==> config.mk <==
export PLATFORM = sky130hd
export DESIGN_NAME = safe_domain
export DESIGN_NICKNAME = d
export VERILOG_FILES = /design/src/rtl/pad_pkg.sv /design/src/rtl/ctrl_pkg.sv /design/src/rtl/pad_cfg_if.sv /design/src/rtl/pad_cfg_regs.sv /design/src/rtl/pad_mux.sv /design/src/rtl/rst_gen.sv /design/src/rtl/slow_clk_gen.sv /design/src/rtl/gpio_wake.sv /design/src/rtl/safe_domain.sv
export SDC_FILE = /design/constraint.sdc
export NUM_CORES = 1
export LEC_CHECK = 0
export BUFFER_PORTS_ARGS = -buffer_cell sky130_fd_sc_hd__buf_2
export CORE_AREA = 5 5 102 104
export DETAILED_ROUTE_END_ITERATION = 8
export DIE_AREA = 0 0 107 109
export PLACE_DENSITY = 0.88
export SYNTH_ARGS = -nofsm -noshare
export SYNTH_HDL_FRONTEND = slang
export SYNTH_HIERARCHICAL = 1
export SYNTH_SLANG_ARGS = --single-unit
==> constraint.sdc <==
create_clock -name ref_clk_i -period 1.7 [get_ports ref_clk_i]
set_clock_uncertainty 0.1 [all_clocks]
set_input_delay 0.17 -clock ref_clk_i [delete_from_list [all_inputs] [get_ports ref_clk_i]]
set_output_delay 0.17 -clock ref_clk_i [all_outputs]
set_load 0.02 [all_outputs]
==> src/rtl/pad_pkg.sv <==
/*
 * pad-side types: mux source code, pad electrical config, wake edge select
 */
package pad_pkg;

  // ******************************
  // widths
  // ******************************

  // mux code width, one code per pad
  localparam int unsigned MUX_W = 2;
  // drive strength, pull and slew bits
  localparam int unsigned PAD_CFG_W = 6;

  // ******************************
  // types
  // ******************************

  // source of a pad
  typedef enum logic [MUX_W-1:0] {
    MUX_OFF    = 2'd0,
    MUX_GPIO   = 2'd1,
    MUX_PERIO  = 2'd2,
    MUX_FPGAIO = 2'd3
  } mux_sel_t;

  // opaque to the logic, stored and sent to the pad ring
  typedef logic [PAD_CFG_W-1:0] pad_cfg_t;

  // wake polarity per gpio channel
  typedef enum logic {
    EDGE_RISE = 1'b0,
    EDGE_FALL = 1'b1
  } wake_edge_t;

endpackage

==> src/rtl/ctrl_pkg.sv <==
/*
 * register port types, address map and reset sequencer states
 */
package ctrl_pkg;

  // ******************************
  // register port
  // ******************************

  typedef logic [4:0]  reg_addr_t;
  typedef logic [15:0] reg_data_t;

  // ******************************
  // address map
  // ******************************

  // 0 .. N_IO-1 are pad entries
  //   bits 1:0 mux code, bits 7:2 pad config
  // WAKE_BASE + k is wake config of gpio channel k
  //   bit 0 enable, bit 1 edge select
  localparam reg_addr_t WAKE_BASE = 5'd16;
  // any write here clears every wake flag
  localparam reg_addr_t WAKE_CLR = 5'd31;

  // ******************************
  // reset sequencer
  // ******************************

  typedef enum logic [1:0] {
    RST_ASSERT = 2'd0,
    RST_COUNT  = 2'd1,
    RST_DONE   = 2'd2
  } rst_state_t;

endpackage

==> src/rtl/pad_cfg_if.sv <==
/*
 * pad and wake configuration bundle, register block to mux and wake logic
 */
interface pad_cfg_if #(
  parameter int unsigned N_IO   = 8,
  parameter int unsigned N_GPIO = 4
);
  import pad_pkg::*;

  // per pad
  mux_sel_t   [N_IO-1:0]   mux_sel;
  pad_cfg_t   [N_IO-1:0]   pad_cfg;
  // per gpio channel
  logic       [N_GPIO-1:0] wake_en;
  wake_edge_t [N_GPIO-1:0] wake_edge;

  // owner of the state
  modport regs (output mux_sel, output pad_cfg, output wake_en, output wake_edge);
  // pad routing side
  modport mux  (input mux_sel, input pad_cfg);
  // wake detector side
  modport wake (input wake_en, input wake_edge);

endinterface

==> src/rtl/pad_cfg_regs.sv <==
/*
 * pad mux, pad config and wake config registers behind a valid/ready write port
 */
module pad_cfg_regs #(
  parameter int unsigned N_IO   = 8,
  parameter int unsigned N_GPIO = 4
) (
  input  logic                ref_clk_i,
  input  logic                rst_n_i,
  // write port
  input  logic                cfg_valid_i,
  output logic                cfg_ready_o,
  input  ctrl_pkg::reg_addr_t cfg_addr_i,
  input  ctrl_pkg::reg_data_t cfg_wdata_i,
  // one cycle pulse on a WAKE_CLR write
  output logic                wake_clr_o,
  pad_cfg_if.regs             cfg
);
  import pad_pkg::*;
  import ctrl_pkg::*;

  mux_sel_t   [N_IO-1:0]   mux_q;
  pad_cfg_t   [N_IO-1:0]   cfg_q;
  logic       [N_GPIO-1:0] wake_en_q;
  wake_edge_t [N_GPIO-1:0] wake_edge_q;
  logic                    wr_acc;

  // ******************************
  // handshake
  // ******************************

  // ready follows the stretched domain reset
  assign cfg_ready_o = rst_n_i;
  assign wr_acc      = cfg_valid_i & cfg_ready_o;

  // ******************************
  // register file
  // ******************************

  always_ff @(posedge ref_clk_i) begin
    if (!rst_n_i) begin
      // all pads off, config zero
      for (int i = 0; i < int'(N_IO); i++) begin
        mux_q[i] <= MUX_OFF;
        cfg_q[i] <= '0;
      end
      for (int k = 0; k < int'(N_GPIO); k++) begin
        wake_en_q[k]   <= 1'b0;
        wake_edge_q[k] <= EDGE_RISE;
      end
    end else if (wr_acc) begin
      // pad entries
      for (int i = 0; i < int'(N_IO); i++) begin
        if (cfg_addr_i == reg_addr_t'(i)) begin
          mux_q[i] <= mux_sel_t'(cfg_wdata_i[1:0]);
          cfg_q[i] <= cfg_wdata_i[7:2];
        end
      end
      // wake entries, one per gpio channel
      for (int k = 0; k < int'(N_GPIO); k++) begin
        if (cfg_addr_i == reg_addr_t'(WAKE_BASE + k)) begin
          wake_en_q[k]   <= cfg_wdata_i[0];
          wake_edge_q[k] <= wake_edge_t'(cfg_wdata_i[1]);
        end
      end
      // other addresses fall through untouched
    end
  end

  // same cycle as the accept, so flags drop right after the edge
  assign wake_clr_o = wr_acc && (cfg_addr_i == WAKE_CLR);

  // ******************************
  // outputs to users
  // ******************************

  assign cfg.mux_sel   = mux_q;
  assign cfg.pad_cfg   = cfg_q;
  assign cfg.wake_en   = wake_en_q;
  assign cfg.wake_edge = wake_edge_q;

endmodule

==> src/rtl/pad_mux.sv <==
/*
 * combinational pad routing among gpio, perio and fpgaio groups
 */
module pad_mux #(
  parameter int unsigned N_IO     = 8,
  parameter int unsigned N_GPIO   = 4,
  parameter int unsigned N_PERIO  = 4,
  parameter int unsigned N_FPGAIO = 2
) (
  // pad side
  output logic               [N_IO-1:0]     io_out_o,
  output logic               [N_IO-1:0]     io_oe_o,
  input  logic               [N_IO-1:0]     io_in_i,
  output pad_pkg::pad_cfg_t  [N_IO-1:0]     pad_cfg_o,
  // gpio group
  input  logic               [N_GPIO-1:0]   gpio_out_i,
  input  logic               [N_GPIO-1:0]   gpio_oe_i,
  output logic               [N_GPIO-1:0]   gpio_in_o,
  // perio group
  input  logic               [N_PERIO-1:0]  perio_out_i,
  input  logic               [N_PERIO-1:0]  perio_oe_i,
  output logic               [N_PERIO-1:0]  perio_in_o,
  // fpgaio group
  input  logic               [N_FPGAIO-1:0] fpgaio_out_i,
  input  logic               [N_FPGAIO-1:0] fpgaio_oe_i,
  output logic               [N_FPGAIO-1:0] fpgaio_in_o,
  pad_cfg_if.mux                            cfg
);
  import pad_pkg::*;

  // ******************************
  // outbound, pad i takes channel i mod group size
  // ******************************

  always_comb begin
    io_out_o = '0;
    io_oe_o  = '0;
    for (int i = 0; i < int'(N_IO); i++) begin
      case (cfg.mux_sel[i])
        MUX_GPIO: begin
          io_out_o[i] = gpio_out_i[i % N_GPIO];
          io_oe_o[i]  = gpio_oe_i[i % N_GPIO];
        end
        MUX_PERIO: begin
          io_out_o[i] = perio_out_i[i % N_PERIO];
          io_oe_o[i]  = perio_oe_i[i % N_PERIO];
        end
        MUX_FPGAIO: begin
          io_out_o[i] = fpgaio_out_i[i % N_FPGAIO];
          io_oe_o[i]  = fpgaio_oe_i[i % N_FPGAIO];
        end
        // MUX_OFF leaves the pad undriven
        default: ;
      endcase
    end
  end

  // ******************************
  // inbound
  // ******************************

  // walk pads from the top so the lowest matching pad is applied last
  always_comb begin
    gpio_in_o   = '0;
    perio_in_o  = '0;
    fpgaio_in_o = '0;
    for (int i = int'(N_IO) - 1; i >= 0; i--) begin
      if (cfg.mux_sel[i] == MUX_GPIO)   gpio_in_o[i % N_GPIO]     = io_in_i[i];
      if (cfg.mux_sel[i] == MUX_PERIO)  perio_in_o[i % N_PERIO]   = io_in_i[i];
      if (cfg.mux_sel[i] == MUX_FPGAIO) fpgaio_in_o[i % N_FPGAIO] = io_in_i[i];
    end
  end

  // electrical config goes straight to the pads
  assign pad_cfg_o = cfg.pad_cfg;

endmodule

==> src/rtl/rst_gen.sv <==
/*
 * reset stretcher, holds domain reset low RST_HOLD cycles after release
 */
module rst_gen #(
  parameter int unsigned RST_HOLD = 8
) (
  input  logic ref_clk_i,
  input  logic rst_n_i,
  output logic rst_n_o
);
  import ctrl_pkg::*;

  // wide enough to reach RST_HOLD itself
  localparam int unsigned CNT_W = $clog2(RST_HOLD + 1);

  rst_state_t       state_q;
  logic [CNT_W-1:0] cnt_q;
  logic             rst_n_q;

  always_ff @(posedge ref_clk_i) begin
    if (!rst_n_i) begin
      state_q <= RST_ASSERT;
      cnt_q   <= '0;
      rst_n_q <= 1'b0;
    end else begin
      case (state_q)
        // first edge with input high, counts as cycle one
        RST_ASSERT: begin
          state_q <= RST_COUNT;
          cnt_q   <= CNT_W'(1);
        end
        RST_COUNT: begin
          if (cnt_q == CNT_W'(RST_HOLD)) begin
            state_q <= RST_DONE;
            rst_n_q <= 1'b1;
          end else begin
            cnt_q <= cnt_q + 1'b1;
          end
        end
        // stay released until the input drops again
        RST_DONE: rst_n_q <= 1'b1;
        default:  state_q <= RST_ASSERT;
      endcase
    end
  end

  assign rst_n_o = rst_n_q;

endmodule

==> src/rtl/slow_clk_gen.sv <==
/*
 * slow clock divider, toggles every CLK_DIV reference cycles
 */
module slow_clk_gen #(
  parameter int unsigned CLK_DIV = 3
) (
  input  logic ref_clk_i,
  input  logic rst_n_i,
  output logic slow_clk_o
);

  // extra bit so CLK_DIV of 1 still has a counter
  localparam int unsigned CNT_W = $clog2(CLK_DIV + 1);

  logic [CNT_W-1:0] cnt_q;
  logic             clk_q;

  always_ff @(posedge ref_clk_i) begin
    if (!rst_n_i) begin
      cnt_q <= '0;
      clk_q <= 1'b0;
    end else if (cnt_q == CNT_W'(CLK_DIV - 1)) begin
      // half period done
      cnt_q <= '0;
      clk_q <= ~clk_q;
    end else begin
      cnt_q <= cnt_q + 1'b1;
    end
  end

  // straight from the flop, no glitches
  assign slow_clk_o = clk_q;

endmodule

==> src/rtl/gpio_wake.sv <==
/*
 * gpio input synchronizers, edge detect and sticky wake flags
 */
module gpio_wake #(
  parameter int unsigned N_GPIO = 4
) (
  input  logic              ref_clk_i,
  input  logic              rst_n_i,
  input  logic [N_GPIO-1:0] gpio_in_i,
  input  logic              wake_clr_i,
  output logic              wake_o,
  pad_cfg_if.wake           cfg
);
  import pad_pkg::*;

  logic [N_GPIO-1:0] sync1_q;
  logic [N_GPIO-1:0] sync2_q;
  logic [N_GPIO-1:0] prev_q;
  logic [N_GPIO-1:0] flag_q;
  logic [N_GPIO-1:0] hit;

  // ******************************
  // synchronizer and edge register
  // ******************************

  always_ff @(posedge ref_clk_i) begin
    if (!rst_n_i) begin
      sync1_q <= '0;
      sync2_q <= '0;
      prev_q  <= '0;
    end else begin
      sync1_q <= gpio_in_i;
      sync2_q <= sync1_q;
      prev_q  <= sync2_q;
    end
  end

  // enabled channel seeing its selected polarity
  always_comb begin
    for (int k = 0; k < int'(N_GPIO); k++) begin
      if (cfg.wake_edge[k] == EDGE_RISE) begin
        hit[k] = cfg.wake_en[k] & sync2_q[k] & ~prev_q[k];
      end else begin
        hit[k] = cfg.wake_en[k] & ~sync2_q[k] & prev_q[k];
      end
    end
  end

  // ******************************
  // sticky flags
  // ******************************

  always_ff @(posedge ref_clk_i) begin
    if (!rst_n_i) begin
      flag_q <= '0;
    end else if (wake_clr_i) begin
      // clear wins over a same-cycle edge
      flag_q <= '0;
    end else begin
      flag_q <= flag_q | hit;
    end
  end

  assign wake_o = |flag_q;

endmodule

==> src/rtl/safe_domain.sv <==
/*
 * always-on domain top: reset stretch, slow clock, pad config, pad mux, gpio wake
 */
module safe_domain #(
  parameter int unsigned N_IO     = 8,
  parameter int unsigned N_GPIO   = 4,
  parameter int unsigned N_PERIO  = 4,
  parameter int unsigned N_FPGAIO = 2,
  parameter int unsigned RST_HOLD = 8,
  parameter int unsigned CLK_DIV  = 3
) (
  input  logic                          ref_clk_i,
  input  logic                          rst_n_i,
  output logic                          rst_n_o,
  output logic                          slow_clk_o,
  // register write port
  input  logic                          cfg_valid_i,
  output logic                          cfg_ready_o,
  input  ctrl_pkg::reg_addr_t           cfg_addr_i,
  input  ctrl_pkg::reg_data_t           cfg_wdata_i,
  // pads
  output pad_pkg::pad_cfg_t [N_IO-1:0]  pad_cfg_o,
  output logic [N_IO-1:0]               io_out_o,
  input  logic [N_IO-1:0]               io_in_i,
  output logic [N_IO-1:0]               io_oe_o,
  // gpio
  input  logic [N_GPIO-1:0]             gpio_out_i,
  output logic [N_GPIO-1:0]             gpio_in_o,
  input  logic [N_GPIO-1:0]             gpio_oe_i,
  // perio
  input  logic [N_PERIO-1:0]            perio_out_i,
  output logic [N_PERIO-1:0]            perio_in_o,
  input  logic [N_PERIO-1:0]            perio_oe_i,
  // fpgaio
  input  logic [N_FPGAIO-1:0]           fpgaio_out_i,
  output logic [N_FPGAIO-1:0]           fpgaio_in_o,
  input  logic [N_FPGAIO-1:0]           fpgaio_oe_i,
  // wake request
  output logic                          wake_o
);

  logic wake_clr;

  pad_cfg_if #(.N_IO(N_IO), .N_GPIO(N_GPIO)) cfg_if ();

  // ******************************
  // reset and clock
  // ******************************

  // rst_n_o is the domain reset for every block below
  rst_gen #(.RST_HOLD(RST_HOLD)) rst_gen_i (
    .ref_clk_i (ref_clk_i),
    .rst_n_i   (rst_n_i),
    .rst_n_o   (rst_n_o)
  );

  slow_clk_gen #(.CLK_DIV(CLK_DIV)) slow_clk_gen_i (
    .ref_clk_i  (ref_clk_i),
    .rst_n_i    (rst_n_o),
    .slow_clk_o (slow_clk_o)
  );

  // ******************************
  // configuration
  // ******************************

  pad_cfg_regs #(.N_IO(N_IO), .N_GPIO(N_GPIO)) pad_cfg_regs_i (
    .ref_clk_i   (ref_clk_i),
    .rst_n_i     (rst_n_o),
    .cfg_valid_i (cfg_valid_i),
    .cfg_ready_o (cfg_ready_o),
    .cfg_addr_i  (cfg_addr_i),
    .cfg_wdata_i (cfg_wdata_i),
    .wake_clr_o  (wake_clr),
    .cfg         (cfg_if.regs)
  );

  // ******************************
  // routing and wake
  // ******************************

  pad_mux #(
    .N_IO     (N_IO),
    .N_GPIO   (N_GPIO),
    .N_PERIO  (N_PERIO),
    .N_FPGAIO (N_FPGAIO)
  ) pad_mux_i (
    .io_out_o     (io_out_o),
    .io_oe_o      (io_oe_o),
    .io_in_i      (io_in_i),
    .pad_cfg_o    (pad_cfg_o),
    .gpio_out_i   (gpio_out_i),
    .gpio_oe_i    (gpio_oe_i),
    .gpio_in_o    (gpio_in_o),
    .perio_out_i  (perio_out_i),
    .perio_oe_i   (perio_oe_i),
    .perio_in_o   (perio_in_o),
    .fpgaio_out_i (fpgaio_out_i),
    .fpgaio_oe_i  (fpgaio_oe_i),
    .fpgaio_in_o  (fpgaio_in_o),
    .cfg          (cfg_if.mux)
  );

  // gpio inputs also go to the wake detector
  gpio_wake #(.N_GPIO(N_GPIO)) gpio_wake_i (
    .ref_clk_i  (ref_clk_i),
    .rst_n_i    (rst_n_o),
    .gpio_in_i  (gpio_in_o),
    .wake_clr_i (wake_clr),
    .wake_o     (wake_o),
    .cfg        (cfg_if.wake)
  );

endmodule

==> results_dict.tcl, run 1 <==
set metrics [dict create \
    status "finished clean" \
    portBuffers 121 \
    ctsLongestPathBuffers 2 \
    num_rows 36 \
    final-instance-count-excl-fill 683 \
    whs_ns 0.08076 \
    finalWirelength_mm 11.21 \
    switching_share 0.2404 \
    crit_arrival_ns 1.42 \
    clkTransAtPathRegs_ns 0.09 \
    power.total_mw 3.840 \
    hold_path.class "input pin to register" \
    place_ws_ns 0.05102 \
    cts-htree-levels 3 \
    place_congestion 0.8368 \
    core_um2 9459 \
    path_max_fanout 7 \
    setup_viol_count_final 0 \
    initial_core_util 0.4970 \
    finalNetCount 619 \
    avgSynthCellArea_um2 9.652 \
    synth_cells 487 \
    dieArea_um2 11660 \
    viasPerCell 5.471 \
    grt_usage 0.1893 \
    most-common-layout-cells "nand2_1 (101), buf_2 (99), dfxtp_1 (81)" \
    hold_viol 0 \
    fmax_ghz 0.5901 \
    post_drt_wl_per_cell_um 16.41 \
    synth_seq_cells 98 \
    die_h_um 109 \
    dr.first_iter.drc_count 116 \
    endpoint_kind "output pin" \
    p_comb_frac 0.037 \
    grtUsageMet3 0.05743 \
    clkSinkCount 98 \
    cts_buffers 9 \
    multiInputGateArea_um2 2356 \
    clk_latency_ns 0.37 \
    layout_commonest_cell "nand2_1" \
    switching_power_mw 0.9233 \
    grt_util_met1 0.2149 \
    synth_edf_count 0 \
    dp_hpwl_mm 7.880 \
    boundaryPins 130 \
    leakage_nw 2.581 \
    seq_area_frac_synth 0.4174 \
    synth_area_um2 4701 \
    period_share 0.9968 \
    cp.required_ns 1.43 \
    ys.flop_type "dfxtp_1" \
    rsz0062_at_grt "yes" \
    synth-warning-count 6 \
    nFillCells 776 \
    synthArstFlopShare 0 \
    placed_cells 661 \
    grt_busiest_layer "met2" \
    critPathKind "register to output pin" \
    syn_nets 542 \
    diodes 0 \
    drc 0 \
    via_count 3737 \
    final_layout_size_suffix_gt1_frac 0.3603 \
    clockRootBuffer "clkbuf_8" \
    first_global_vias 3783 \
    grt_util_met2 0.3336 \
    slew_viol_final 0 \
    grt_pass1_wl_mm 17.68 \
    regArea_um2 2008 \
    grt.overflow.total 0 \
    firstDrtPassIters 6 \
    period_minus_slack_ns 1.695 \
    die_w_um 107 \
    drv_cap 0 \
    tritoncts "done" \
    power_frac_clock 0.367 \
    seqPwrFrac 0.596 \
    max-vdd-ir-drop_v 0.0005532 \
    power_density_nw_per_um2 693.6 \
    layout_setup_ws_ns 0.005445 \
    intPower_mw 2.917 \
    antenna_found_initial 0 \
    relSlewSlack 0.6828 \
    worstMarginPinSlew_ns 0.4747 \
    syn2layout_area_growth_pct 17.78 \
    final_antenna_net_count 0 \
    synthDistinctLibCells 48 \
    grt_max_degree 41 \
    startpoint_type "register" \
]
==> flip-flops by register name (all words and copies together), names as in the netlist <==
name / flops
gpio_wake_i/flag_q: 4
gpio_wake_i/prev_q: 4
gpio_wake_i/sync1_q: 4
gpio_wake_i/sync2_q: 4
pad_cfg_regs_i/cfg.mux_sel: 16
pad_cfg_regs_i/cfg.pad_cfg: 48
pad_cfg_regs_i/cfg.wake_edge: 4
pad_cfg_regs_i/cfg.wake_en: 4
rst_gen_i/cnt_q: 4
rst_gen_i/rst_n_o: 1
rst_gen_i/state_q: 2
slow_clk_gen_i/cnt_q: 2
slow_clk_gen_i/slow_clk_o: 1
==> per-stage QoR <==
stage	utilization	instance area (um2)	TNS (ns)
floorplan	-	4701	0
global placement	0.5312	5025	0
detailed placement	0.5312	5025	0
CTS	0.5648	5343	-0.002097
global route	0.5853	5537	-0.3185
finish	0.5853	5537	0
==> Yosys cell counts, types with 3 or more instances <==
cell / number / share of area
a31oi_1: 8 / 0.011
a22o_1: 16 / 0.030
and2_1: 14 / 0.019
inv_1: 8 / 0.0064
o31ai_1: 5 / 0.0080
nand2b_1: 3 / 0.0040
nand3_1: 7 / 0.0075
nor2_1: 3 / 0.0024
nand4b_1: 6 / 0.011
o21ai_0: 4 / 0.0043
mux2_4: 4 / 0.013
dfxtp_1: 98 / 0.42
clkbuf_1: 8 / 0.0064
nand4_1: 4 / 0.0053
nor2b_1: 11 / 0.015
nand3b_1: 3 / 0.0048
nand4bb_1: 4 / 0.0096
mux2_2: 11 / 0.026
ha_1: 3 / 0.0080
mux2i_1: 74 / 0.16
nand2_1: 103 / 0.082
and2b_1: 3 / 0.0048
buf_4: 52 / 0.083
buf_2: 3 / 0.0032
==> area by class of cell <==
| type | instances | area share |
|---|---|---|
| multi-input cells | 315 | 0.4255 |
| flip-flops and latches | 98 | 0.3627 |
| repair buffers | 132 | 0.1476 |
| clock inverters | 7 | 0.01062 |
| inverters | 8 | 0.005424 |
| clock buffers | 9 | 0.02237 |
| well taps | 114 | 0.02576 |
==> critical path, cell delays in order, from the launching register on <==
cell and delay, ns:
dfxtp_4 0.41, mux2_4 0.31, a22o_1 0.22, buf_6 0.13
==> power by group through the flow <==
| stage | combinational, mW | sequential [mW] | clock, mW |
|---|---|---|---|
| 4_1_cts | 0.132 | 2.29 | 1.45 |
| 2_1_floorplan | 0.0536 | 2.36 | 0 |
| 6_report | 0.144 | 2.29 | 1.41 |
| 5_1_grt | 0.156 | 2.29 | 1.54 |
| 3_5_place_dp | 0.128 | 2.36 | 0 |
| 3_3_place_gp | 0.120 | 2.36 | 0 |
==> what timing repair did <==
| action | CTS | global route |
|---|---|---|
| pin swaps | 3 | 8 |
| buffers inserted | 4 | 1 |
| hold buffers | 1 | 0 |
| endpoints found under the setup margin | 25 | 83 |
| gates resized for setup | 39 | 59 |
| hold endpoints to repair | 3 | 0 |
==> kinds of logic (layout without fill, tap and decap cells) <==
logic type	after synthesis	count (layout)	synth area share
xor gates and xnor gates	1	1	0.001864
and+or+nand+nor	180	180	0.2039
AOI/OAI and AO/OA	41	41	0.06494
buffers and inverters	74	156	0.1049
adders and majority gates	3	3	0.007986
DFF	98	98	0.4174
muxes	90	90	0.1991
==> per-layer routing <==
layer,part of all wire,up-vias,wire [um]
met5,0,-,0
met4,0.024,0,269
met3,0.065,27,725
met2,0.50,124,5548
met1,0.42,1789,4662
li1,-,1797,-
==> final timing paths <==
| check | cells past startpoint | from | endpoint | slack, ns |
|---|---|---|---|---|
| max | 3 | pad_cfg_regs_i/cfg.mux_sel[7] | io_out_o[3] | 0.005 |
| min | 4 | io_in_i[2] | gpio_wake_i/sync1_q[2] | 0.08 |
| max reg2reg | 3 | rst_gen_i/rst_n_o | pad_cfg_regs_i/cfg.mux_sel[14] | 0.11 |
| min reg2reg | 1 | slow_clk_gen_i/cnt_q[0] | slow_clk_gen_i/cnt_q[0] | 0.32 |
Power figures use the tool's default switching activity.
==> run 2: changes to the inputs <==
- CAP_MARGIN: unset -> 40
- CORE_AREA: 5 5 102 104 -> 5 5 98 100
- DIE_AREA: 0 0 107 109 -> 0 0 103 105
- PLACE_DENSITY: 0.88 -> 0.94
- clock period: 1.7 -> 2.08 ns (I/O delays scaled with it)
==> run 2 against run 1 <==
Against the previous run:
- wire length is 2.8% lower
- sequential cell count unchanged
- via count decreased by 2.6%
- clock power down 6%
- worst setup slack gained 0.20 ns
- largest cell class unchanged
==> results_dict.tcl, run 2 (synthesis gave the netlist of run 1 again) <==
set metrics [dict create \
    status "finished clean" \
    final_layout_size_suffix_gt1_frac 0.2946 \
    path_max_fanout 7 \
    startpoint_type "register" \
    via_count 3640 \
    fmax_ghz 0.5342 \
    clk_latency_ns 0.35 \
    clockRootBuffer "clkbuf_8" \
    fin_tns_setup_ns 0 \
    die_w_um 103 \
    syn2layout_area_growth_pct 10.89 \
    firstDrtPassIters 4 \
    grt_usage 0.2008 \
    most-common-layout-cells "buf_2 (121), nand2_1 (103), dfxtp_1 (97)" \
    largest_register_ffs 48 \
    power_density_nw_per_um2 638.0 \
    clkSinkCount 98 \
    period_share 0.9001 \
    finalWirelength_mm 10.89 \
    rsz0062_at_grt "no" \
    relSlewSlack 0.6094 \
    slew_viol_final 0 \
    dp_hpwl_mm 8.142 \
    crit_arrival_ns 1.56 \
    placed_area_um2 4995 \
    portBuffers 121 \
    critPathKind "register to output pin" \
    clkTransAtPathRegs_ns 0.09 \
    viasPerCell 5.449 \
    drc 0 \
    place_congestion 0.8085 \
    postCtsSetupRepairBufs 0 \
    final-instance-count-excl-fill 668 \
    final_antenna_net_count 0 \
    grt_pass1_wl_mm 17.52 \
    final_cell_area_um2 5213 \
    layout_commonest_cell "buf_2" \
    nFillCells 719 \
    placed_cells 652 \
    hold_viol 0 \
    dr.first_iter.drc_count 195 \
    core_um2 8593 \
    first_global_vias 3751 \
    leakage_nw 2.474 \
    initial_core_util 0.5470 \
    num_rows 34 \
    die_h_um 105 \
    cts_buffers 9 \
    cts-htree-levels 3 \
    post_drt_wl_per_cell_um 16.30 \
    antenna_found_initial 0 \
    max-vdd-ir-drop_v 0.0003049 \
    cp.required_ns 1.77 \
    finalNetCount 610 \
    cts-hold-fix-buffers 0 \
    dieArea_um2 10820 \
    tritoncts "done" \
    grt_max_degree 51 \
    cts_resized 0 \
    setup_viol_count_final 0 \
    hold_path.class "input pin to register" \
    period_minus_slack_ns 1.872 \
    drv_cap 0 \
    grt.overflow.total 0 \
    endpoint_kind "output pin" \
    diodes 0 \
    boundaryPins 130 \
    worstMarginPinSlew_ns 0.5859 \
    ctsLongestPathBuffers 2 \
    final_util 0.6066 \
]
-- run 2: layer usage --
layer / track usage / part of all wire / up-vias
met5: 0 / 0 / -
met4: 0.08696 / 0.024 / 0
met3: 0.03664 / 0.055 / 25
met2: 0.3414 / 0.51 / 124
met1: 0.2439 / 0.41 / 1722
li1: - / - / 1769
-- run 2: worst paths after layout --
| kind | from | end | slack [ns] | cells after the start |
|---|---|---|---|---|
| worst max-delay path | pad_cfg_regs_i/cfg.mux_sel[11] | io_out_o[5] | 0.21 | 3 |
| worst min-delay path | rst_n_i | rst_gen_i/rst_n_o | 0.02 | 2 |
| worst min register to register | slow_clk_gen_i/cnt_q[0] | slow_clk_gen_i/cnt_q[0] | 0.33 | 1 |
| worst max register to register | rst_gen_i/rst_n_o | pad_cfg_regs_i/cfg.pad_cfg[32] | 0.41 | 3 |
-- run 2: power by group --
part	leakage [nW]	internal [mW]	total, mW	switching [mW]
combinational	1.58	0.0547	0.108	0.0537
sequential	0.790	1.88	1.88	0.00429
clock	0.109	0.690	1.33	0.645
-- run 2: cell type report --
| type | instances | area (um2) | area share |
|---|---|---|---|
| clock buffer | 11 | 131.4 | 0.02520 |
| clock inverter | 5 | 86.33 | 0.01656 |
| inverter | 8 | 30.03 | 0.005761 |
| multi-input combinational | 315 | 2246 | 0.4309 |
| sequential | 98 | 1963 | 0.3766 |
| tap | 108 | 135.1 | 0.02592 |
| timing repair buffer | 123 | 620.6 | 0.1191 |
-- run 2: metrics by stage --
step                setup slack (ns)  total power, mW  hold WS, ns
floorplan                     0.5058            1.969       0.2256
global placement              0.3917            2.023       0.3034
detailed placement            0.3095            2.033       0.3173
CTS                           0.1973            3.340     0.009857
global route                  0.1129            3.440      0.01908
finish                        0.2079            3.326      0.02205
-- run 2: worst max-delay path: stages (launching register included) --
cell	delay, ns
dfxtp_1	0.47
mux2_2	0.38
a22o_1	0.19
buf_2	0.16
